### src/logic/axi_bank_pkg.sv
// Shared widths, vector types, response code and response-kind enum of the bank bridge
package axi_bank_pkg;

  // Byte address width
  localparam int unsigned ADDR_WIDTH = 16;
  // Full AXI data word
  localparam int unsigned DATA_WIDTH = 64;
  localparam int unsigned ID_WIDTH = 4;

  typedef logic [ADDR_WIDTH-1:0] addr_t;
  typedef logic [DATA_WIDTH-1:0] data_t;
  typedef logic [DATA_WIDTH/8-1:0] strb_t;
  typedef logic [ID_WIDTH-1:0] id_t;
  typedef logic [1:0] resp_t;

  // Every access completes with OKAY
  localparam resp_t RESP_OKAY = 2'b00;

  // Channel that a memory access answers on
  typedef enum logic {
    RESP_READ,
    RESP_WRITE
  } resp_kind_t;

endpackage

### src/logic/req_decoder.sv
// Request decoder: write/read acceptance, word alignment and per-bank slicing
`timescale 1ns/1ps

module req_decoder #(
  parameter int unsigned NumBanks = 4,
  localparam int unsigned BankBits = axi_bank_pkg::DATA_WIDTH / NumBanks,
  localparam int unsigned BankBytes = BankBits / 8
) (
  input  logic                                aw_valid_i,
  output logic                                aw_ready_o,
  input  axi_bank_pkg::addr_t                 aw_addr_i,
  input  logic                                w_valid_i,
  output logic                                w_ready_o,
  input  axi_bank_pkg::data_t                 w_data_i,
  input  axi_bank_pkg::strb_t                 w_strb_i,
  input  logic                                ar_valid_i,
  output logic                                ar_ready_o,
  input  axi_bank_pkg::addr_t                 ar_addr_i,
  input  axi_bank_pkg::id_t                   ar_id_i,
  input  logic [NumBanks-1:0]                 req_ready_i,
  input  logic [NumBanks-1:0]                 resp_ready_i,
  input  logic                                kind_full_i,
  input  logic                                b_ready_i,
  input  logic                                r_ready_i,
  output logic                                mem_req_o,
  output logic                                mem_we_o,
  output axi_bank_pkg::addr_t [NumBanks-1:0]  bank_addr_o,
  output logic [NumBanks-1:0][BankBits-1:0]   bank_wdata_o,
  output logic [NumBanks-1:0][BankBytes-1:0]  bank_strb_o,
  output logic                                kind_push_o,
  output axi_bank_pkg::resp_kind_t            kind_o,
  output logic                                b_trigger_o,
  output logic                                r_trigger_o,
  output axi_bank_pkg::id_t                   r_id_o,
  output logic                                busy_o
);

  localparam int unsigned WordBytes = axi_bank_pkg::DATA_WIDTH / 8;

  logic                 room;
  logic                 write_req;
  logic                 do_write;
  logic                 do_read;
  axi_bank_pkg::addr_t  req_addr;
  axi_bank_pkg::addr_t  word_addr;

  // Every bank register and the order FIFO take the access together
  assign room = (&req_ready_i) & (&resp_ready_i) & ~kind_full_i;

  // Writes win over reads
  assign write_req = aw_valid_i & w_valid_i & b_ready_i;
  assign do_write  = write_req & room;
  assign do_read   = ~write_req & ar_valid_i & r_ready_i & room;

  assign aw_ready_o = do_write;
  assign w_ready_o  = do_write;
  assign ar_ready_o = do_read;

  assign mem_req_o   = do_write | do_read;
  assign mem_we_o    = do_write;
  assign kind_push_o = do_write | do_read;
  assign kind_o      = do_write ? axi_bank_pkg::RESP_WRITE : axi_bank_pkg::RESP_READ;
  assign b_trigger_o = do_write;
  assign r_trigger_o = do_read;
  assign r_id_o      = ar_id_i;

  // Clear the byte offset within the full word
  assign req_addr  = do_write ? aw_addr_i : ar_addr_i;
  assign word_addr = req_addr & ~axi_bank_pkg::addr_t'(WordBytes - 1);

  for (genvar i = 0; i < NumBanks; i++) begin : gen_slices
    assign bank_addr_o[i]  = word_addr + axi_bank_pkg::addr_t'(i * BankBytes);
    assign bank_wdata_o[i] = w_data_i[i*BankBits +: BankBits];
    assign bank_strb_o[i]  = w_strb_i[i*BankBytes +: BankBytes];
  end

  assign busy_o = aw_valid_i | ar_valid_i | ~b_ready_i | ~r_ready_i;

endmodule

### src/logic/bank_port.sv
// Per-bank fall-through request register and fall-through response register
`timescale 1ns/1ps

module bank_port #(
  parameter int unsigned NumBanks = 4,
  localparam int unsigned BankBits = axi_bank_pkg::DATA_WIDTH / NumBanks,
  localparam int unsigned BankBytes = BankBits / 8
) (
  input  logic                  clk_i,
  input  logic                  rst_ni,
  // From the request decoder
  input  logic                  req_valid_i,
  output logic                  req_ready_o,
  input  axi_bank_pkg::addr_t   addr_i,
  input  logic [BankBits-1:0]   wdata_i,
  input  logic [BankBytes-1:0]  strb_i,
  input  logic                  we_i,
  // Memory bank
  output logic                  bank_req_o,
  input  logic                  bank_gnt_i,
  output axi_bank_pkg::addr_t   bank_addr_o,
  output logic [BankBits-1:0]   bank_wdata_o,
  output logic [BankBytes-1:0]  bank_strb_o,
  output logic                  bank_we_o,
  input  logic                  bank_rvalid_i,
  input  logic [BankBits-1:0]   bank_rdata_i,
  // To the response join
  output logic                  resp_valid_o,
  output logic [BankBits-1:0]   resp_data_o,
  input  logic                  resp_pop_i
);

  logic                 req_full_q;
  axi_bank_pkg::addr_t  addr_q;
  logic [BankBits-1:0]  wdata_q;
  logic [BankBytes-1:0] strb_q;
  logic                 we_q;
  logic                 resp_full_q;
  logic                 resp_load;
  logic [BankBits-1:0]  rdata_q;

  // Request passes straight to the bank while the register is empty
  assign req_ready_o  = ~req_full_q;
  assign bank_req_o   = req_full_q | req_valid_i;
  assign bank_addr_o  = req_full_q ? addr_q  : addr_i;
  assign bank_wdata_o = req_full_q ? wdata_q : wdata_i;
  assign bank_strb_o  = req_full_q ? strb_q  : strb_i;
  assign bank_we_o    = req_full_q ? we_q    : we_i;

  // Same for the response, stored only when it cannot leave this cycle
  assign resp_valid_o = resp_full_q | bank_rvalid_i;
  assign resp_data_o  = resp_full_q ? rdata_q : bank_rdata_i;
  assign resp_load    = bank_rvalid_i & (resp_full_q == resp_pop_i);

  always_ff @(posedge clk_i or negedge rst_ni) begin
    if (!rst_ni) begin
      req_full_q  <= 1'b0;
      resp_full_q <= 1'b0;
    end else begin
      if (req_full_q) begin
        req_full_q <= ~bank_gnt_i;
      end else begin
        req_full_q <= req_valid_i & ~bank_gnt_i;
      end
      resp_full_q <= resp_load | (resp_full_q & ~resp_pop_i);
    end
  end

  always_ff @(posedge clk_i) begin
    if (req_valid_i && !req_full_q) begin
      addr_q  <= addr_i;
      wdata_q <= wdata_i;
      strb_q  <= strb_i;
      we_q    <= we_i;
    end
    if (resp_load) begin
      rdata_q <= bank_rdata_i;
    end
  end

endmodule

### src/logic/resp_steer.sv
// Response-kind FIFO, join of the bank responses and steering to the B or R holder
`timescale 1ns/1ps

module resp_steer #(
  parameter int unsigned NumBanks = 4,
  parameter int unsigned OrderDepth = 8,
  localparam int unsigned BankBits = axi_bank_pkg::DATA_WIDTH / NumBanks,
  localparam int unsigned PtrWidth = $clog2(OrderDepth),
  localparam int unsigned CntWidth = $clog2(OrderDepth + 1)
) (
  input  logic                               clk_i,
  input  logic                               rst_ni,
  input  logic                               kind_push_i,
  input  axi_bank_pkg::resp_kind_t           kind_i,
  output logic                               kind_full_o,
  input  logic [NumBanks-1:0]                resp_valid_i,
  input  logic [NumBanks-1:0][BankBits-1:0]  resp_data_i,
  output logic [NumBanks-1:0]                resp_ready_o,
  output logic                               resp_pop_o,
  output logic                               mem_valid_b_o,
  output logic                               mem_valid_r_o,
  output axi_bank_pkg::data_t                mem_data_o
);

  axi_bank_pkg::resp_kind_t kind_mem_q [OrderDepth];
  axi_bank_pkg::resp_kind_t head_kind;
  logic [PtrWidth-1:0]      wr_ptr_q;
  logic [PtrWidth-1:0]      rd_ptr_q;
  logic [CntWidth-1:0]      count_q;
  logic                     empty;
  logic                     bypass;
  logic                     do_write;
  logic                     do_read;

  // Word is complete once every bank has answered
  assign resp_pop_o = &resp_valid_i;
  for (genvar i = 0; i < NumBanks; i++) begin : gen_join
    assign mem_data_o[i*BankBits +: BankBits] = resp_data_i[i];
    // Room for a new response in this bank's register
    assign resp_ready_o[i] = ~resp_valid_i[i] | resp_pop_o;
  end

  // Order FIFO, fall-through when empty
  assign empty       = (count_q == '0);
  assign kind_full_o = (count_q == CntWidth'(OrderDepth));
  assign head_kind   = empty ? kind_i : kind_mem_q[rd_ptr_q];
  assign bypass      = empty & kind_push_i & resp_pop_o;
  assign do_write    = kind_push_i & ~bypass;
  assign do_read     = resp_pop_o & ~empty;

  assign mem_valid_b_o = resp_pop_o & (head_kind == axi_bank_pkg::RESP_WRITE);
  assign mem_valid_r_o = resp_pop_o & (head_kind == axi_bank_pkg::RESP_READ);

  // Pointers wrap on their own; OrderDepth is a power of two
  always_ff @(posedge clk_i or negedge rst_ni) begin
    if (!rst_ni) begin
      wr_ptr_q <= '0;
      rd_ptr_q <= '0;
      count_q  <= '0;
    end else begin
      if (do_write) begin
        wr_ptr_q <= wr_ptr_q + 1'b1;
      end
      if (do_read) begin
        rd_ptr_q <= rd_ptr_q + 1'b1;
      end
      if (do_write && !do_read) begin
        count_q <= count_q + 1'b1;
      end else if (do_read && !do_write) begin
        count_q <= count_q - 1'b1;
      end
    end
  end

  always_ff @(posedge clk_i) begin
    if (do_write) begin
      kind_mem_q[wr_ptr_q] <= kind_i;
    end
  end

endmodule

### src/logic/resp_holder.sv
// Response holder FSM presenting one B or R response until the master takes it
`timescale 1ns/1ps

module resp_holder (
  input  logic                 clk_i,
  input  logic                 rst_ni,
  // From the request decoder
  input  logic                 trigger_i,
  output logic                 ready_o,
  input  axi_bank_pkg::id_t    id_i,
  // Joined memory response
  input  logic                 mem_valid_i,
  input  axi_bank_pkg::data_t  mem_data_i,
  // AXI response channel
  output logic                 axi_valid_o,
  input  logic                 axi_ready_i,
  output axi_bank_pkg::id_t    axi_id_o,
  output axi_bank_pkg::data_t  axi_data_o,
  output axi_bank_pkg::resp_t  axi_resp_o
);

  typedef enum logic [1:0] {
    Ready,
    Wait,
    Hold
  } state_t;

  state_t              state_d;
  state_t              state_q;
  axi_bank_pkg::data_t data_d;
  axi_bank_pkg::data_t data_q;
  axi_bank_pkg::id_t   id_d;
  axi_bank_pkg::id_t   id_q;

  always_comb begin
    // Memory valid falls through except in Hold
    case (state_q)
      Ready:   axi_valid_o = trigger_i & mem_valid_i;
      Wait:    axi_valid_o = mem_valid_i;
      Hold:    axi_valid_o = 1'b1;
      default: axi_valid_o = 1'b0;
    endcase

    data_d = data_q;
    if (mem_valid_i && (state_q == Wait || (state_q == Ready && trigger_i))) begin
      data_d = mem_data_i;
    end

    state_d = state_q;
    if (trigger_i && !mem_valid_i) begin
      state_d = Wait;
    end
    if (axi_valid_o) begin
      state_d = axi_ready_i ? Ready : Hold;
    end
  end

  assign ready_o    = (state_q == Ready);
  assign id_d       = (trigger_i && ready_o) ? id_i : id_q;
  assign axi_id_o   = id_d;
  assign axi_data_o = data_d;
  assign axi_resp_o = axi_bank_pkg::RESP_OKAY;

  always_ff @(posedge clk_i or negedge rst_ni) begin
    if (!rst_ni) begin
      state_q <= Ready;
    end else begin
      state_q <= state_d;
    end
  end

  always_ff @(posedge clk_i) begin
    data_q <= data_d;
    id_q   <= id_d;
  end

endmodule

### src/logic/axi_bank_bridge.sv
// Top level of the AXI bank bridge: decoder, bank ports, response steering and B/R holders
`timescale 1ns/1ps

module axi_bank_bridge #(
  parameter int unsigned NumBanks = 4,
  parameter int unsigned OrderDepth = 8,
  localparam int unsigned BankBits = axi_bank_pkg::DATA_WIDTH / NumBanks,
  localparam int unsigned BankBytes = BankBits / 8
) (
  input  logic                                   clk_i,
  input  logic                                   rst_ni,
  output logic                                   busy_o,
  // AW channel
  input  logic                                   aw_valid_i,
  output logic                                   aw_ready_o,
  input  axi_bank_pkg::addr_t                    aw_addr_i,
  input  axi_bank_pkg::id_t                      aw_id_i,
  // W channel
  input  logic                                   w_valid_i,
  output logic                                   w_ready_o,
  input  axi_bank_pkg::data_t                    w_data_i,
  input  axi_bank_pkg::strb_t                    w_strb_i,
  // AR channel
  input  logic                                   ar_valid_i,
  output logic                                   ar_ready_o,
  input  axi_bank_pkg::addr_t                    ar_addr_i,
  input  axi_bank_pkg::id_t                      ar_id_i,
  // B channel
  output logic                                   b_valid_o,
  input  logic                                   b_ready_i,
  output axi_bank_pkg::id_t                      b_id_o,
  output axi_bank_pkg::resp_t                    b_resp_o,
  // R channel
  output logic                                   r_valid_o,
  input  logic                                   r_ready_i,
  output axi_bank_pkg::data_t                    r_data_o,
  output axi_bank_pkg::id_t                      r_id_o,
  output axi_bank_pkg::resp_t                    r_resp_o,
  output logic                                   r_last_o,
  // Memory banks
  output logic [NumBanks-1:0]                    bank_req_o,
  input  logic [NumBanks-1:0]                    bank_gnt_i,
  output axi_bank_pkg::addr_t [NumBanks-1:0]     bank_addr_o,
  output logic [NumBanks-1:0][BankBits-1:0]      bank_wdata_o,
  output logic [NumBanks-1:0][BankBytes-1:0]     bank_strb_o,
  output logic [NumBanks-1:0]                    bank_we_o,
  input  logic [NumBanks-1:0]                    bank_rvalid_i,
  input  logic [NumBanks-1:0][BankBits-1:0]      bank_rdata_i
);

  logic                                mem_req;
  logic                                mem_we;
  axi_bank_pkg::addr_t [NumBanks-1:0]  dec_addr;
  logic [NumBanks-1:0][BankBits-1:0]   dec_wdata;
  logic [NumBanks-1:0][BankBytes-1:0]  dec_strb;
  logic [NumBanks-1:0]                 req_ready;
  logic [NumBanks-1:0]                 resp_ready;
  logic [NumBanks-1:0]                 resp_valid;
  logic [NumBanks-1:0][BankBits-1:0]   resp_data;
  logic                                resp_pop;
  logic                                kind_push;
  axi_bank_pkg::resp_kind_t            kind;
  logic                                kind_full;
  logic                                b_trigger;
  logic                                r_trigger;
  axi_bank_pkg::id_t                   r_id;
  logic                                b_trig_ready;
  logic                                r_trig_ready;
  logic                                mem_valid_b;
  logic                                mem_valid_r;
  axi_bank_pkg::data_t                 mem_data;

  req_decoder #(
    .NumBanks (NumBanks)
  ) i_req_decoder (
    .aw_valid_i    (aw_valid_i),
    .aw_ready_o    (aw_ready_o),
    .aw_addr_i     (aw_addr_i),
    .w_valid_i     (w_valid_i),
    .w_ready_o     (w_ready_o),
    .w_data_i      (w_data_i),
    .w_strb_i      (w_strb_i),
    .ar_valid_i    (ar_valid_i),
    .ar_ready_o    (ar_ready_o),
    .ar_addr_i     (ar_addr_i),
    .ar_id_i       (ar_id_i),
    .req_ready_i   (req_ready),
    .resp_ready_i  (resp_ready),
    .kind_full_i   (kind_full),
    .b_ready_i     (b_trig_ready),
    .r_ready_i     (r_trig_ready),
    .mem_req_o     (mem_req),
    .mem_we_o      (mem_we),
    .bank_addr_o   (dec_addr),
    .bank_wdata_o  (dec_wdata),
    .bank_strb_o   (dec_strb),
    .kind_push_o   (kind_push),
    .kind_o        (kind),
    .b_trigger_o   (b_trigger),
    .r_trigger_o   (r_trigger),
    .r_id_o        (r_id),
    .busy_o        (busy_o)
  );

  for (genvar i = 0; i < NumBanks; i++) begin : gen_banks
    bank_port #(
      .NumBanks (NumBanks)
    ) i_bank_port (
      .clk_i          (clk_i),
      .rst_ni         (rst_ni),
      .req_valid_i    (mem_req),
      .req_ready_o    (req_ready[i]),
      .addr_i         (dec_addr[i]),
      .wdata_i        (dec_wdata[i]),
      .strb_i         (dec_strb[i]),
      .we_i           (mem_we),
      .bank_req_o     (bank_req_o[i]),
      .bank_gnt_i     (bank_gnt_i[i]),
      .bank_addr_o    (bank_addr_o[i]),
      .bank_wdata_o   (bank_wdata_o[i]),
      .bank_strb_o    (bank_strb_o[i]),
      .bank_we_o      (bank_we_o[i]),
      .bank_rvalid_i  (bank_rvalid_i[i]),
      .bank_rdata_i   (bank_rdata_i[i]),
      .resp_valid_o   (resp_valid[i]),
      .resp_data_o    (resp_data[i]),
      .resp_pop_i     (resp_pop)
    );
  end

  resp_steer #(
    .NumBanks   (NumBanks),
    .OrderDepth (OrderDepth)
  ) i_resp_steer (
    .clk_i          (clk_i),
    .rst_ni         (rst_ni),
    .kind_push_i    (kind_push),
    .kind_i         (kind),
    .kind_full_o    (kind_full),
    .resp_valid_i   (resp_valid),
    .resp_data_i    (resp_data),
    .resp_ready_o   (resp_ready),
    .resp_pop_o     (resp_pop),
    .mem_valid_b_o  (mem_valid_b),
    .mem_valid_r_o  (mem_valid_r),
    .mem_data_o     (mem_data)
  );

  // Write responses carry no data
  resp_holder i_b_holder (
    .clk_i        (clk_i),
    .rst_ni       (rst_ni),
    .trigger_i    (b_trigger),
    .ready_o      (b_trig_ready),
    .id_i         (aw_id_i),
    .mem_valid_i  (mem_valid_b),
    .mem_data_i   (mem_data),
    .axi_valid_o  (b_valid_o),
    .axi_ready_i  (b_ready_i),
    .axi_id_o     (b_id_o),
    .axi_data_o   (),
    .axi_resp_o   (b_resp_o)
  );

  resp_holder i_r_holder (
    .clk_i        (clk_i),
    .rst_ni       (rst_ni),
    .trigger_i    (r_trigger),
    .ready_o      (r_trig_ready),
    .id_i         (r_id),
    .mem_valid_i  (mem_valid_r),
    .mem_data_i   (mem_data),
    .axi_valid_o  (r_valid_o),
    .axi_ready_i  (r_ready_i),
    .axi_id_o     (r_id_o),
    .axi_data_o   (r_data_o),
    .axi_resp_o   (r_resp_o)
  );

  // Single-beat only
  assign r_last_o = 1'b1;

endmodule

### config.mk
export PLATFORM = sky130hd
export DESIGN_NAME = axi_bank_bridge
export DESIGN_NICKNAME = d
export VERILOG_FILES = /design/src/logic/axi_bank_pkg.sv /design/src/logic/req_decoder.sv /design/src/logic/bank_port.sv /design/src/logic/resp_steer.sv /design/src/logic/resp_holder.sv /design/src/logic/axi_bank_bridge.sv
export SDC_FILE = /design/constraint.sdc
export NUM_CORES = 1
export LEC_CHECK = 0
export BUFFER_PORTS_ARGS = -buffer_cell sky130_fd_sc_hd__buf_2
export CORE_AREA = 2 2 162 164
export CTS_BUF_LIST = sky130_fd_sc_hd__clkbuf_8
export CTS_CLUSTER_DIAMETER = 60
export DETAILED_ROUTE_END_ITERATION = 6
export DIE_AREA = 0 0 164 166
export PLACE_DENSITY = 0.83
export SLEW_MARGIN = 10
export SYNTH_ARGS = -nofsm -noshare
export SYNTH_HDL_FRONTEND = slang
export SYNTH_SLANG_ARGS = --single-unit
### constraint.sdc
create_clock -name clk_i -period 12.8 [get_ports clk_i]
set_clock_uncertainty 0.1 [all_clocks]
set_input_delay 2.56 -clock clk_i [delete_from_list [all_inputs] [get_ports clk_i]]
set_output_delay 2.56 -clock clk_i [all_outputs]
set_load 0.01 [all_outputs]
---- After elaboration in Yosys (flattened, before gate mapping) ----
Memories as Yosys holds them, arrays and structs flattened.
Index checks and enable logic that the tools add are counted.
operators by class
  add/sub/neg operators ................... 7
  equal/unequal tests ..................... 9
  mux-type cells .......................... 42
  bitwise logic cells ..................... 68
  reduce and logical (&&, ||, !) cells .... 29
operators by type and width
  operator                 count
  $mux W16                 13
  $mux W64                 1
  $add A16 B3 Y16 const B  2
  $and A1 B1 Y1            28
  $mux W2                  10
  $not A1 Y1               20
  $or A1 B1 Y1             20
  $add A16 B2 Y16 const B  1
  $mux W4                  4
  $mux W1                  12
  $reduce_and A4 Y1        3
  $logic_and A1 B1 Y1      11
  $logic_not A1 Y1         8
  $add A3 B1 Y3 const B    2
  $pmux W1 S3              2
  $reduce_bool A2 Y1       3
  $add A4 B1 Y4 const B    1
  $eq A1 B1 Y1             4
  $eq A2 B1 Y1 const B     2
  $eq A2 B2 Y1 const B     2
  $eq A4 B4 Y1 const B     1
  $logic_not A2 Y1         2
  $logic_not A4 Y1         1
  $sub A4 B1 Y4 const B    1
  $logic_or A1 B1 Y1       1
word-level totals
  flip-flop bits (word level) ............. 295
  RAM bits ................................ 8
  input bits .............................. 191
  output and inout port bits .............. 227
  word-level logic and storage cells ...... 192
  memories ................................ 1
memory list
  name                     words  bits a word  read ports  clocked after Yosys merged registers in  wr ports  RTL line          text
  i_resp_steer.kind_mem_q  8      1            1           0                                        1         resp_steer.sv:25  axi_bank_pkg::resp_kind_t kind_mem_q [OrderDepth];

---- Longest topological paths before layout ----
Gate-level depths: netlist of run 1.
  depth after elaboration ................. 16
  mapped depth ............................ 16
  gate-level depth less buffers ........... 14

---- Cells and area by module ----
Synthesis of run 1 repeated with hierarchy kept, for this count alone.
second synthesis, totals
  cells, all modules ...................... 1108
  area, all modules ....................... 17092.6 µm²
by module, submodules not included
  module           instances  cells an instance  area each (µm²)  sequential area each (µm²)
  bank_port        4          119                2301.0           1581.5
  resp_holder      2          161                2567.5           1411.4
  resp_steer       1          147                1445.1           490.5
  req_decoder      1          161                1297.5           0.0
  axi_bank_bridge  1          2                  11.3             0.0

---- Least setup slack after synthesis of run 1 ----
OpenSTA, ideal clock, no wires.
  kind .................................... input to output
  start point ............................. in bank_rvalid_i[3]
  end point ............................... out bank_req_o[0]
  data arrival time ....................... 4.669 ns
  data required time ...................... 10.140 ns
  path slack .............................. 5.471 ns
  stages .................................. 7
  path buffers ............................ 2
  cell sequence ........................... nor2_2 > nor4_4 > inv_2 > buf_6 > a221oi_4 > or2_1 > buf_4
on the way
  longest elaborated chain between the ends .. 9
  elaborated cells between the ends (all ways) .. 14
  classes of those cells .................. 12 x bitwise; 2 x reduce/logical
RTL lines
  element                                                 RTL line                              text
  from (decl)                                             axi_bank_bridge.sv:47                 input logic [NumBanks-1:0] bank_rvalid_i,
  $or A1 B1 Y1 *                                          bank_port.sv:51                       assign resp_valid_o = resp_full_q | bank_rvalid_i;
  $reduce_and A4 Y1 / $not A1 Y1 (equally long branches)  resp_steer.sv:36, resp_steer.sv:40
  $or A1 B1 Y1                                            resp_steer.sv:40                      assign resp_ready_o[i] = ~resp_valid_i[i] | resp_pop_o;
  $reduce_and A4 Y1 *                                     req_decoder.sv:48                     assign room = (&req_ready_i) & (&resp_ready_i) & ~kind_full_i;
  $and A1 B1 Y1 * (2 in a row)                            req_decoder.sv:48
  $and A1 B1 Y1, on equally long branches                 req_decoder.sv:52, req_decoder.sv:53
  $or A1 B1 Y1 *                                          req_decoder.sv:59                     assign mem_req_o = do_write | do_read;
  $or A1 B1 Y1 *                                          bank_port.sv:44                       assign bank_req_o = req_full_q | req_valid_i;
  to (decl)                                               axi_bank_bridge.sv:41                 output logic [NumBanks-1:0] bank_req_o,
Mark *: on every way between the ends. The rest lies on a longest branch, timed or not.

---- Worst setup path in the final report of run 1 ----
  start point ............................. in bank_rvalid_i[3]
  end point ............................... out r_data_o[6]
on the way
  longest elaborated chain between the ends .. 13
  elaborated cells between the ends (all ways) .. 20
  classes of those cells .................. 3 x mux; 12 x bitwise; 5 x reduce/logical
RTL lines
  element                                                 RTL line                            text
  $or A1 B1 Y1 *                                          bank_port.sv:51
  $reduce_and A4 Y1 / $not A1 Y1 (equally long branches)  resp_steer.sv:36, resp_steer.sv:40
  $or A1 B1 Y1                                            resp_steer.sv:40
  $reduce_and A4 Y1                                       req_decoder.sv:48
  $and A1 B1 Y1 (2 in a row)                              req_decoder.sv:48
  $and A1 B1 Y1                                           req_decoder.sv:52                   assign do_write = write_req & room;
  $mux W1                                                 req_decoder.sv:62                   assign kind_o = do_write ? axi_bank_pkg::RESP_WRITE : axi_bank_pkg::RESP_READ;
  $mux W1                                                 resp_steer.sv:46                    assign head_kind = empty ? kind_i : kind_mem_q[rd_ptr_q];
  $not A1 Y1                                              resp_steer.sv:52                    assign mem_valid_r_o = resp_pop_o & (head_kind == axi_bank_pkg::RESP_READ);
  $and A1 B1 Y1                                           resp_steer.sv:52
  $logic_and A1 B1 Y1 *                                   resp_holder.sv:45                   if (mem_valid_i && (state_q == Wait || (state_q == Ready && trigger_i))) begin
  $mux W64 *                                              resp_holder.sv:45
  to (decl)                                               axi_bank_bridge.sv:36               output axi_bank_pkg::data_t r_data_o,
Marked as above.

==> results.sh, run 1 <==
export IMPL_status="finished clean"
export IMPL_avgSynthCellArea_um2=16.3
export IMPL_fin_cells=1552
export IMPL_maxCapViolations=0
export IMPL_drv_slew=0
export IMPL_hold_class="register to register"
export IMPL_min_period_over_period_pct=63.6
export IMPL_rows=59
export IMPL_max_freq_ghz=0.123
export IMPL_grt_pass1_wl_mm=44.9
export IMPL_required_ns=10.14
export IMPL_grt_max_degree=66
export IMPL_post_route_min_period_ns=8.14
export IMPL_cts_root_buf="clkbuf_8"
export IMPL_totalNegativeSetupSlack_ns=0
export IMPL_htree_num_levels=2
export IMPL_cts_tree="done"
export IMPL_cts_setup_buffers=0
export IMPL_wl_per_cell_um=19.0
export IMPL_core_area_um2=25600
export IMPL_cts_resized=0
export IMPL_ys_flop_type="edfxtp_1"
export IMPL_routed_via_density=5.17
export IMPL_tightest_slew_ns=1.05
export IMPL_ys_warnings_count=0
export IMPL_cts_sinks=294
export IMPL_synth_cell_types=53
export IMPL_finalWeightedCongestion=0.839
export IMPL_vias=8021
export IMPL_antenna_found_initial=4
export IMPL_route_detailed_drc=0
export IMPL_cts_hold_buffers=0
export IMPL_drive_gt1_share_pct=57.7
export IMPL_dp_hpwl_mm=21.0
export IMPL_path_max_fanout=65
export IMPL_drt_first_iter_violations=331
export IMPL_dp_cells=1459
export IMPL_synthArstFlopShare_pct=7.48
export IMPL_die_width_um=164
export IMPL_die_h_um=166
export IMPL_critPathLaunchType="primary input"
export IMPL_rsz0062_at_grt="no"
export IMPL_crit_path_end_kind="output pin"
export IMPL_port_buffers=394
export IMPL_yosysSeqAreaShare_pct=64.3
export IMPL_ir_worst_vdd_v=0.000149
export IMPL_rr_worst_depth=15
export IMPL_area_growth_pct=25.3
export IMPL_finalWirelength_mm=29.5
export IMPL_postRouteAntennaNets=0
export IMPL_path_clk_slew_ns=0.06
export IMPL_syn_area_um2=12400
export IMPL_finalNetCount=1376
export IMPL_leakagePower_nw=6.50
export IMPL_numCtsBuffers=49
export IMPL_synthCells=764
export IMPL_cts_path_max_buffers=3
export IMPL_hold_viol=0
export IMPL_clk_latency_ns=0.56
export IMPL_grt_pass1_vias=8270
export IMPL_setup_viol=0
export IMPL_cp_data_arrival_time_ns=5.48
export IMPL_synth_edf_count=200
export IMPL_io_pins=418
export IMPL_grt_overflow_total=0
export IMPL_worstSetupPathType="primary input to output pin"
export IMPL_max_slew_margin_pct=30.3
export IMPL_whs_path_depth=2
export IMPL_grt_util_all_layers_pct=21.2
export IMPL_drtPass1Iterations=6
export IMPL_ys_ff_latch=294
export IMPL_hold_slack_ns=0.337
export IMPL_start_util_pct=48.6
export IMPL_power_density_nw_per_um2=238
export IMPL_dieArea_um2=27200
[layout make-up]
type                    instances  area, µm²
clock buffers                  57        785
repair buffers                405       2050
multi-input cells             418       4140
diodes                          3       7.51
clock inverters                33        155
flip-flops and latches        294       8000
inverters                       7       26.3
fillers                      2002      10000
well taps                     335        419
[registers in the layout, summed over array words and instances (netlist names)]
register                           flops
gen_banks.i_bank_port.addr_q          52
i_b_holder.id_q                        4
i_resp_steer.kind_mem_q                8
i_resp_steer.wr_ptr_q                  3
i_r_holder.data_q                     64
gen_banks.i_bank_port.rdata_q         64
gen_banks.i_bank_port.strb_q           8
i_b_holder.state_q                     2
gen_banks.i_bank_port.we_q             4
gen_banks.i_bank_port.wdata_q         64
i_resp_steer.count_q                   4
i_r_holder.id_q                        4
gen_banks.i_bank_port.resp_full_q      4
i_r_holder.state_q                     2
gen_banks.i_bank_port.req_full_q       4
i_resp_steer.rd_ptr_q                  3
[cells by family after synthesis]
kind of cell	Yosys count	synth area share [%]
mux	275	25.1
simple gates	77	3.35
xor+xnor	8	0.563
flops	294	64.3
buf+inv	67	3.33
other cells	2	0.0604
compound gates	31	2.28
fa+ha+maj	10	1.07
[critical path, cell delays in order]
cell       delay (ns)
buf_2            0.10
nor2_2           0.05
nor4_4           0.47
inv_2            0.30
a2111oi_1        0.49
o2bb2a_4         0.87
mux2_1           0.42
buf_2            0.15
[path summary, 6_finish.rpt]
kind                       slack [ns]                                  end                            startpoint
hold / removal                   0.34                   i_b_holder.id_q[1]                    i_b_holder.id_q[1]
min in group asynchronous        1.89             i_resp_steer.rd_ptr_q[0]                                rst_ni
setup / recovery                 4.66                          r_data_o[6]                      bank_rvalid_i[3]
hold reg to reg                  0.34                   i_b_holder.id_q[1]                    i_b_holder.id_q[1]
setup reg to reg                 7.98              i_resp_steer.count_q[3]  gen_banks[3].i_bank_port.resp_full_q
max in group asynchronous       10.34  gen_banks[1].i_bank_port.req_full_q                                rst_ni
[synthesized netlist by cell type, types with 3 or more instances]
cell type	instances	area share, %
mux2_2	208	19
edfxtp_1	200	48
dfxtp_1	72	12
mux2_1	65	5.9
buf_4	28	1.7
nand2_1	27	0.81
dfrtp_1	22	4.4
clkbuf_1	20	0.60
nor2_1	11	0.33
ha_1	9	0.91
xnor2_1	8	0.56
buf_6	7	0.63
a21oi_1	6	0.24
inv_1	6	0.18
nand3_1	5	0.20
and2_1	4	0.20
buf_2	4	0.16
nor2_2	4	0.20
nor2b_1	4	0.20
or2_1	4	0.20
or2_2	4	0.20
a221oi_1	3	0.21
nor3_1	3	0.12
o21ai_0	3	0.12
[layout by cell type (no fill, tap or decap), types with 4 or more instances in the layout]
| master | instances |
|---|---|
| nor2_2 | 4 |
| nand2_1 | 27 |
| buf_2 | 394 |
| inv_1 | 28 |
| buf_4 | 11 |
| clkbuf_8 | 57 |
| clkinv_1 | 4 |
| edfxtp_1 | 200 |
| dfrtp_1 | 22 |
| mux2_1 | 65 |
| xnor2_1 | 8 |
| nand3_1 | 5 |
| a221oi_4 | 4 |
| or2_1 | 4 |
| a21oi_1 | 6 |
| mux2_2 | 208 |
| nor2_1 | 11 |
| ha_1 | 9 |
| dfxtp_1 | 72 |
| conb_1 | 17 |
| and2_1 | 4 |
| nor2b_1 | 4 |
| or2_2 | 4 |
[metrics by stage]
step           area, µm²  setup WS, ns  utilization (%)  power (mW)
2_1_floorplan      12500          5.47                -        2.45
3_3_place_gp       14600          4.71             57.2        2.90
3_5_place_dp       14600          4.63             57.2        2.96
4_1_cts            15600          4.65             60.8        3.75
5_1_grt            15600          4.51             60.8        3.92
6_report           15600          4.66             60.9        3.71
[metal layers]
metal	track usage (%)	routed length (µm)	vias to the layer above
li1	-	-	3677
met3	5.22	2010	77
met2	36.6	15000	307
met4	8.81	983	2
met1	25.1	11500	3958
met5	0	11	-
[report_power, final]
group / internal, mW / switching (mW)
Sequential: 1.39 / 0.141
Combinational: 0.635 / 0.760
Clock: 0.409 / 0.373
No activity file was read; power rests on OpenSTA's default activity.
==> inputs of run 2 (changes only) <==
CORE_AREA = default   (was 2 2 162 164)
CORE_UTILIZATION = 47   (was default)
DIE_AREA = default   (was 0 0 164 166)
clock period = 7.2 ns   (was 12.8 ns; I/O delays follow)
==> run 2 against run 1 <==
  * Setup slack worse by 3.3 ns
  * Largest cell class unchanged
  * Die area is 0.36% lower
  * First-iteration DRC count is 17% higher
  * Routed wire length is 2.7% lower
  * Critical path type unchanged
  * Non-clock buffer count is 1 lower
  * Combinational power is 76% higher
  * Highest routed layer is now met4
  * Critical endpoint is now r_data_o[12]
  * Critical path depth stayed put
  * Cell count hardly changed
  * Flip-flop and latch count stayed put
  * Sequential share of layout area is 0.18 points higher
  * Clock-buffer cell count is 3 lower
==> results.sh, run 2 (same netlist as run 1, synthesis figures left out) <==
export IMPL_path_clk_slew_ns=0.06
export IMPL_min_from="i_b_holder.id_q[2]"
export IMPL_routed_via_density=5.07
export IMPL_cts_resized=0
export IMPL_combPwrFrac_pct=37.4
export IMPL_cts_sinks=294
export IMPL_final_cell_mix="buf_2 (394), mux2_2 (208), edfxtp_1 (200)"
export IMPL_totalNegativeSetupSlack_ns=0
export IMPL_grt_pass1_wl_mm=42.1
export IMPL_reg_top3="gen_banks.i_bank_port.rdata_q: 64 flops, gen_banks.i_bank_port.wdata_q: 64 flops, i_r_holder.data_q: 64 flops"
export IMPL_leakagePower_nw=6.47
export IMPL_max_freq_ghz=0.171
export IMPL_hold_viol=0
export IMPL_numCtsBuffers=49
export IMPL_grt_pass1_vias=7945
export IMPL_tightest_slew_ns=1.04
export IMPL_vias=7861
export IMPL_hold_end="i_b_holder.id_q[2]"
export IMPL_p_switching_mw=2.23
export IMPL_cts_setup_buffers=0
export IMPL_cts_path_max_buffers=3
export IMPL_dp_cells=1458
export IMPL_cp_data_arrival_time_ns=4.31
export IMPL_route_detailed_drc=0
export IMPL_status="finished clean"
export IMPL_hold_class="register to register"
export IMPL_required_ns=5.66
export IMPL_clock_power_share_pct=20.5
export IMPL_max_slew_margin_pct=30.4
export IMPL_finalWirelength_mm=28.7
export IMPL_area_growth_pct=24.9
export IMPL_finalNetCount=1375
export IMPL_htree_num_levels=2
export IMPL_port_buffers=394
export IMPL_cts_root_buf="clkbuf_8"
export IMPL_io_pins=418
export IMPL_fin_cells=1551
export IMPL_rows=59
export IMPL_rr_worst_depth=14
export IMPL_antenna_found_initial=3
export IMPL_core_area_um2=26000
export IMPL_p_seq_share_pct=42.2
export IMPL_crit_path_max_incr_delay_ns=0.83
export IMPL_path_max_fanout=65
export IMPL_start_util_pct=47.9
export IMPL_drive_gt1_share_pct=57.5
export IMPL_intPower_mw=4.29
export IMPL_setup_viol=0
export IMPL_drtPass1Iterations=4
export IMPL_ir_worst_vdd_v=0.000207
export IMPL_grt_util_all_layers_pct=20.2
export IMPL_timing_rr_start="gen_banks[2].i_bank_port.resp_full_q"
export IMPL_crit_path_end_kind="output pin"
export IMPL_whs_path_depth=2
export IMPL_dp_hpwl_mm=20.4
export IMPL_rr_endpoint="i_resp_steer.count_q[3]"
export IMPL_finalWeightedCongestion=0.778
export IMPL_min_period_over_period_pct=81.2
export IMPL_grt_overflow_total=0
export IMPL_die_h_um=165
export IMPL_crit_chain="buf_2, nor2_2, nor4_4, inv_2, a2111oi_1, o2bb2a_4, mux2_1, buf_2"
export IMPL_power_density_nw_per_um2=420
export IMPL_postRouteAntennaNets=0
export IMPL_worstSetupPathType="primary input to output pin"
export IMPL_dieArea_um2=27100
export IMPL_crit_path_top_delay_cell="o2bb2a_4"
export IMPL_rsz0062_at_grt="no"
export IMPL_post_route_min_period_ns=5.85
export IMPL_wl_per_cell_um=18.5
export IMPL_maxCapViolations=0
export IMPL_grt_max_degree=66
export IMPL_critPathLaunchType="primary input"
export IMPL_final_common_cell="buf_2"
export IMPL_sw_frac_of_total_pct=34.2
export IMPL_cts_tree="done"
export IMPL_rrSetupSlack_ns=2.65
export IMPL_cts_hold_buffers=0
export IMPL_fin_util_pct=59.8
export IMPL_drt_first_iter_violations=386
export IMPL_path_common_cell="buf_2"
export IMPL_clk_latency_ns=0.54
export IMPL_drv_slew=0
export IMPL_die_width_um=165
run 2: final cells by class:
| cell class | count | area (µm²) |
|---|---|---|
| fillers | 2033 | 10400 |
| flip-flops and latches | 294 | 8000 |
| multi-input cells | 418 | 4140 |
| repair buffers | 404 | 2050 |
| clock buffers | 54 | 743 |
| well taps | 335 | 419 |
| clock inverters | 36 | 151 |
| inverters | 7 | 26.3 |
| diodes | 3 | 7.51 |
run 2: metal layers:
| metal | track usage [%] | up-vias | routed length, µm |
|---|---|---|---|
| met5 | 0 | - | 0 |
| met4 | 7.67 | 0 | 739 |
| met3 | 4.67 | 52 | 1890 |
| met2 | 35.7 | 292 | 14700 |
| met1 | 23.9 | 3841 | 11400 |
| li1 | - | 3676 | - |
run 2: worst max path at each step:
stage | startpoint | endpoint | slack (ns) | cells past startpoint
2_1_floorplan | bank_rvalid_i[3] | gen_banks[1].i_bank_port.addr_q[10] | 1.98 | 5
3_3_place_gp | bank_rvalid_i[3] | r_data_o[19] | 1.36 | 8
3_5_place_dp | bank_rvalid_i[3] | r_data_o[12] | 1.32 | 8
4_1_cts | gen_banks[2].i_bank_port.resp_full_q | r_data_o[12] | 1.29 | 7
5_1_grt | gen_banks[3].i_bank_port.resp_full_q | r_data_o[12] | 1.05 | 7
6_report | bank_rvalid_i[3] | r_data_o[12] | 1.35 | 8
run 2: worst max-delay path: cells and delay by family:
family | cells | cell delay (ns)
buf+inv | 3 | 0.54
simple gates | 2 | 0.54
mux | 1 | 0.42
compound gates | 2 | 1.29
run 2: through the flow:
| stage | hold slack (ns) | area [µm²] | total power, mW | setup slack [ns] |
|---|---|---|---|---|
| final | 0.337 | 15500 | 6.52 | 1.35 |
| after detailed placement | 0.321 | 14600 | 5.24 | 1.32 |
| after CTS | 0.338 | 15500 | 6.60 | 1.29 |
| after global placement | 0.317 | 14600 | 5.14 | 1.36 |
| after floorplan | 0.374 | 12500 | 4.35 | 1.98 |
| after global routing | 0.369 | 15500 | 6.90 | 1.05 |
run 2: power groups by stage:
stage	sequential (mW)	combinational (mW)	clock, mW
finish	2.75	2.44	1.34
global route	2.81	2.64	1.45
floorplan	2.63	1.72	0
global placement	2.75	2.40	0
CTS	2.76	2.47	1.37
detailed placement	2.79	2.45	0
==> inputs of run 3 (changes only) <==
CORE_AREA = 2 2 163 165   (was default)
CORE_UTILIZATION = default   (was 47)
DIE_AREA = 0 0 165 167   (was default)
PLACE_DENSITY = 0.82   (was 0.83)
clock period = 5.46 ns   (was 7.2 ns; I/O delays follow)
==> run 3 against run 2 <==
  * Routed wire length is 0.29% higher
  * Sequential share of layout area is 0.52 points lower
  * Critical path type is now register to output pin
  * Hold slack worse by 0.0019 ns
  * Die area is 1.6% higher
  * Setup slack worse by 0.87 ns
==> results.sh, run 3 (same netlist as run 1, synthesis figures left out) <==
export IMPL_dp_hpwl_mm=20.7
export IMPL_cp_data_arrival_time_ns=3.79
export IMPL_drive_gt1_share_pct=58.3
export IMPL_postRouteAntennaNets=0
export IMPL_tightest_slew_ns=0.827
export IMPL_vias=7938
export IMPL_port_buffers=394
export IMPL_reg_top3="gen_banks.i_bank_port.rdata_q: 64 flops, gen_banks.i_bank_port.wdata_q: 64 flops, i_r_holder.data_q: 64 flops"
export IMPL_cts_hold_buffers=0
export IMPL_fin_cells=1559
export IMPL_start_util_pct=48.3
export IMPL_dieArea_um2=27600
export IMPL_post_route_min_period_ns=4.98
export IMPL_maxCapViolations=0
export IMPL_cts_setup_buffers=0
export IMPL_drtPass1Iterations=4
export IMPL_ir_worst_vdd_v=0.000311
export IMPL_io_pins=418
export IMPL_antenna_found_initial=3
export IMPL_hold_viol=0
export IMPL_clk_latency_ns=0.55
export IMPL_grt_pass1_wl_mm=42.8
export IMPL_grt_overflow_total=0
export IMPL_routed_via_density=5.09
export IMPL_cts_path_max_buffers=3
export IMPL_path_clk_slew_ns=0.06
export IMPL_finalWeightedCongestion=0.848
export IMPL_hold_class="register to register"
export IMPL_critPathLaunchType="register"
export IMPL_place_ws_ns=0.577
export IMPL_max_freq_ghz=0.201
export IMPL_cts_sinks=294
export IMPL_die_h_um=167
export IMPL_path_max_fanout=34
export IMPL_hold_slack_ns=0.335
export IMPL_finalWirelength_mm=28.8
export IMPL_grt_max_degree=35
export IMPL_final_area_um2=15700
export IMPL_cts_tree="done"
export IMPL_setup_viol=0
export IMPL_die_width_um=165
export IMPL_min_period_over_period_pct=91.2
export IMPL_core_area_um2=25800
export IMPL_leakagePower_nw=6.52
export IMPL_power_density_nw_per_um2=558
export IMPL_required_ns=4.27
export IMPL_grt_pass1_vias=7832
export IMPL_numCtsBuffers=49
export IMPL_rows=59
export IMPL_max_slew_margin_pct=44.9
export IMPL_status="finished clean"
export IMPL_place_area_um2=14700
export IMPL_drv_slew=0
export IMPL_rsz0062_at_grt="no"
export IMPL_wl_per_cell_um=18.5
export IMPL_drt_first_iter_violations=348
export IMPL_grt_util_all_layers_pct=20.1
export IMPL_worstSetupPathType="register to output pin"
export IMPL_setup_ws_ns=0.478
export IMPL_grtUsageMet2_pct=34.8
export IMPL_cts_root_buf="clkbuf_8"
export IMPL_met3_usage_pct=4.46
export IMPL_top_usage_layer="met2"
export IMPL_totalNegativeSetupSlack_ns=0
export IMPL_final_common_cell="buf_2"
export IMPL_finalNetCount=1384
export IMPL_htree_num_levels=2
export IMPL_crit_path_end_kind="output pin"
export IMPL_final_cell_mix="buf_2 (394), mux2_2 (208), edfxtp_1 (200)"
export IMPL_cts_resized=0
export IMPL_route_detailed_drc=0
export IMPL_dp_cells=1467
export IMPL_met1_usage_pct=24.1
export IMPL_area_growth_pct=26.2
## run 3: worst max-delay path, stage by stage (launching register included)
cell	delay [ns]
dfrtp_2	0.70
nor4_2	0.54
a21boi_1	0.36
o2111ai_1	0.24
o2bb2a_4	0.57
buf_4	0.30
mux2_1	0.36
buf_2	0.15
## run 3: routing by layer
metal,up-vias,part of all wire [%]
li1,3686,-
met1,3883,39
met2,304,51
met3,65,6.6
met4,0,3.2
met5,-,0
## run 3: report_power, final
| group | internal, mW | total, mW | switching (mW) |
|---|---|---|---|
| registers | 3.26 | 3.52 | 0.251 |
| logic | 1.52 | 3.35 | 1.83 |
| clock network | 1.03 | 1.90 | 0.865 |
| total | 5.82 | 8.77 | 2.95 |
## run 3: path summary, 6_finish.rpt
| check | start | endpoint | slack, ns | cells past startpoint |
|---|---|---|---|---|
| max in group asynchronous | rst_ni | gen_banks[0].i_bank_port.req_full_q | 4.43 | 1 |
| hold reg to reg | i_b_holder.id_q[3] | i_b_holder.id_q[3] | 0.34 | 2 |
| setup reg to reg | gen_banks[2].i_bank_port.resp_full_q | i_resp_steer.count_q[3] | 1.59 | 15 |
| setup / recovery | gen_banks[0].i_bank_port.req_full_q | r_data_o[23] | 0.48 | 7 |
| hold / removal | i_b_holder.id_q[3] | i_b_holder.id_q[3] | 0.34 | 2 |
| min in group asynchronous | rst_ni | gen_banks[3].i_bank_port.resp_full_q | 0.42 | 1 |
## run 3: metrics by stage
stage                     power, mW  util [%]
after floorplan                5.73         -
after global placement         6.83      57.1
after detailed placement       6.95      57.1
after CTS                      8.88      60.9
after global routing           9.27      60.9
final                          8.77      60.9
## run 3: layout make-up
cell class / instances / area [µm²]
fill: 1971 / 10100
sequential: 294 / 8000
multi-input combinational: 418 / 4140
timing repair buffer: 413 / 2130
clock buffer: 59 / 812
tap: 335 / 419
clock inverter: 30 / 161
inverter: 7 / 26.3
antenna: 3 / 7.51
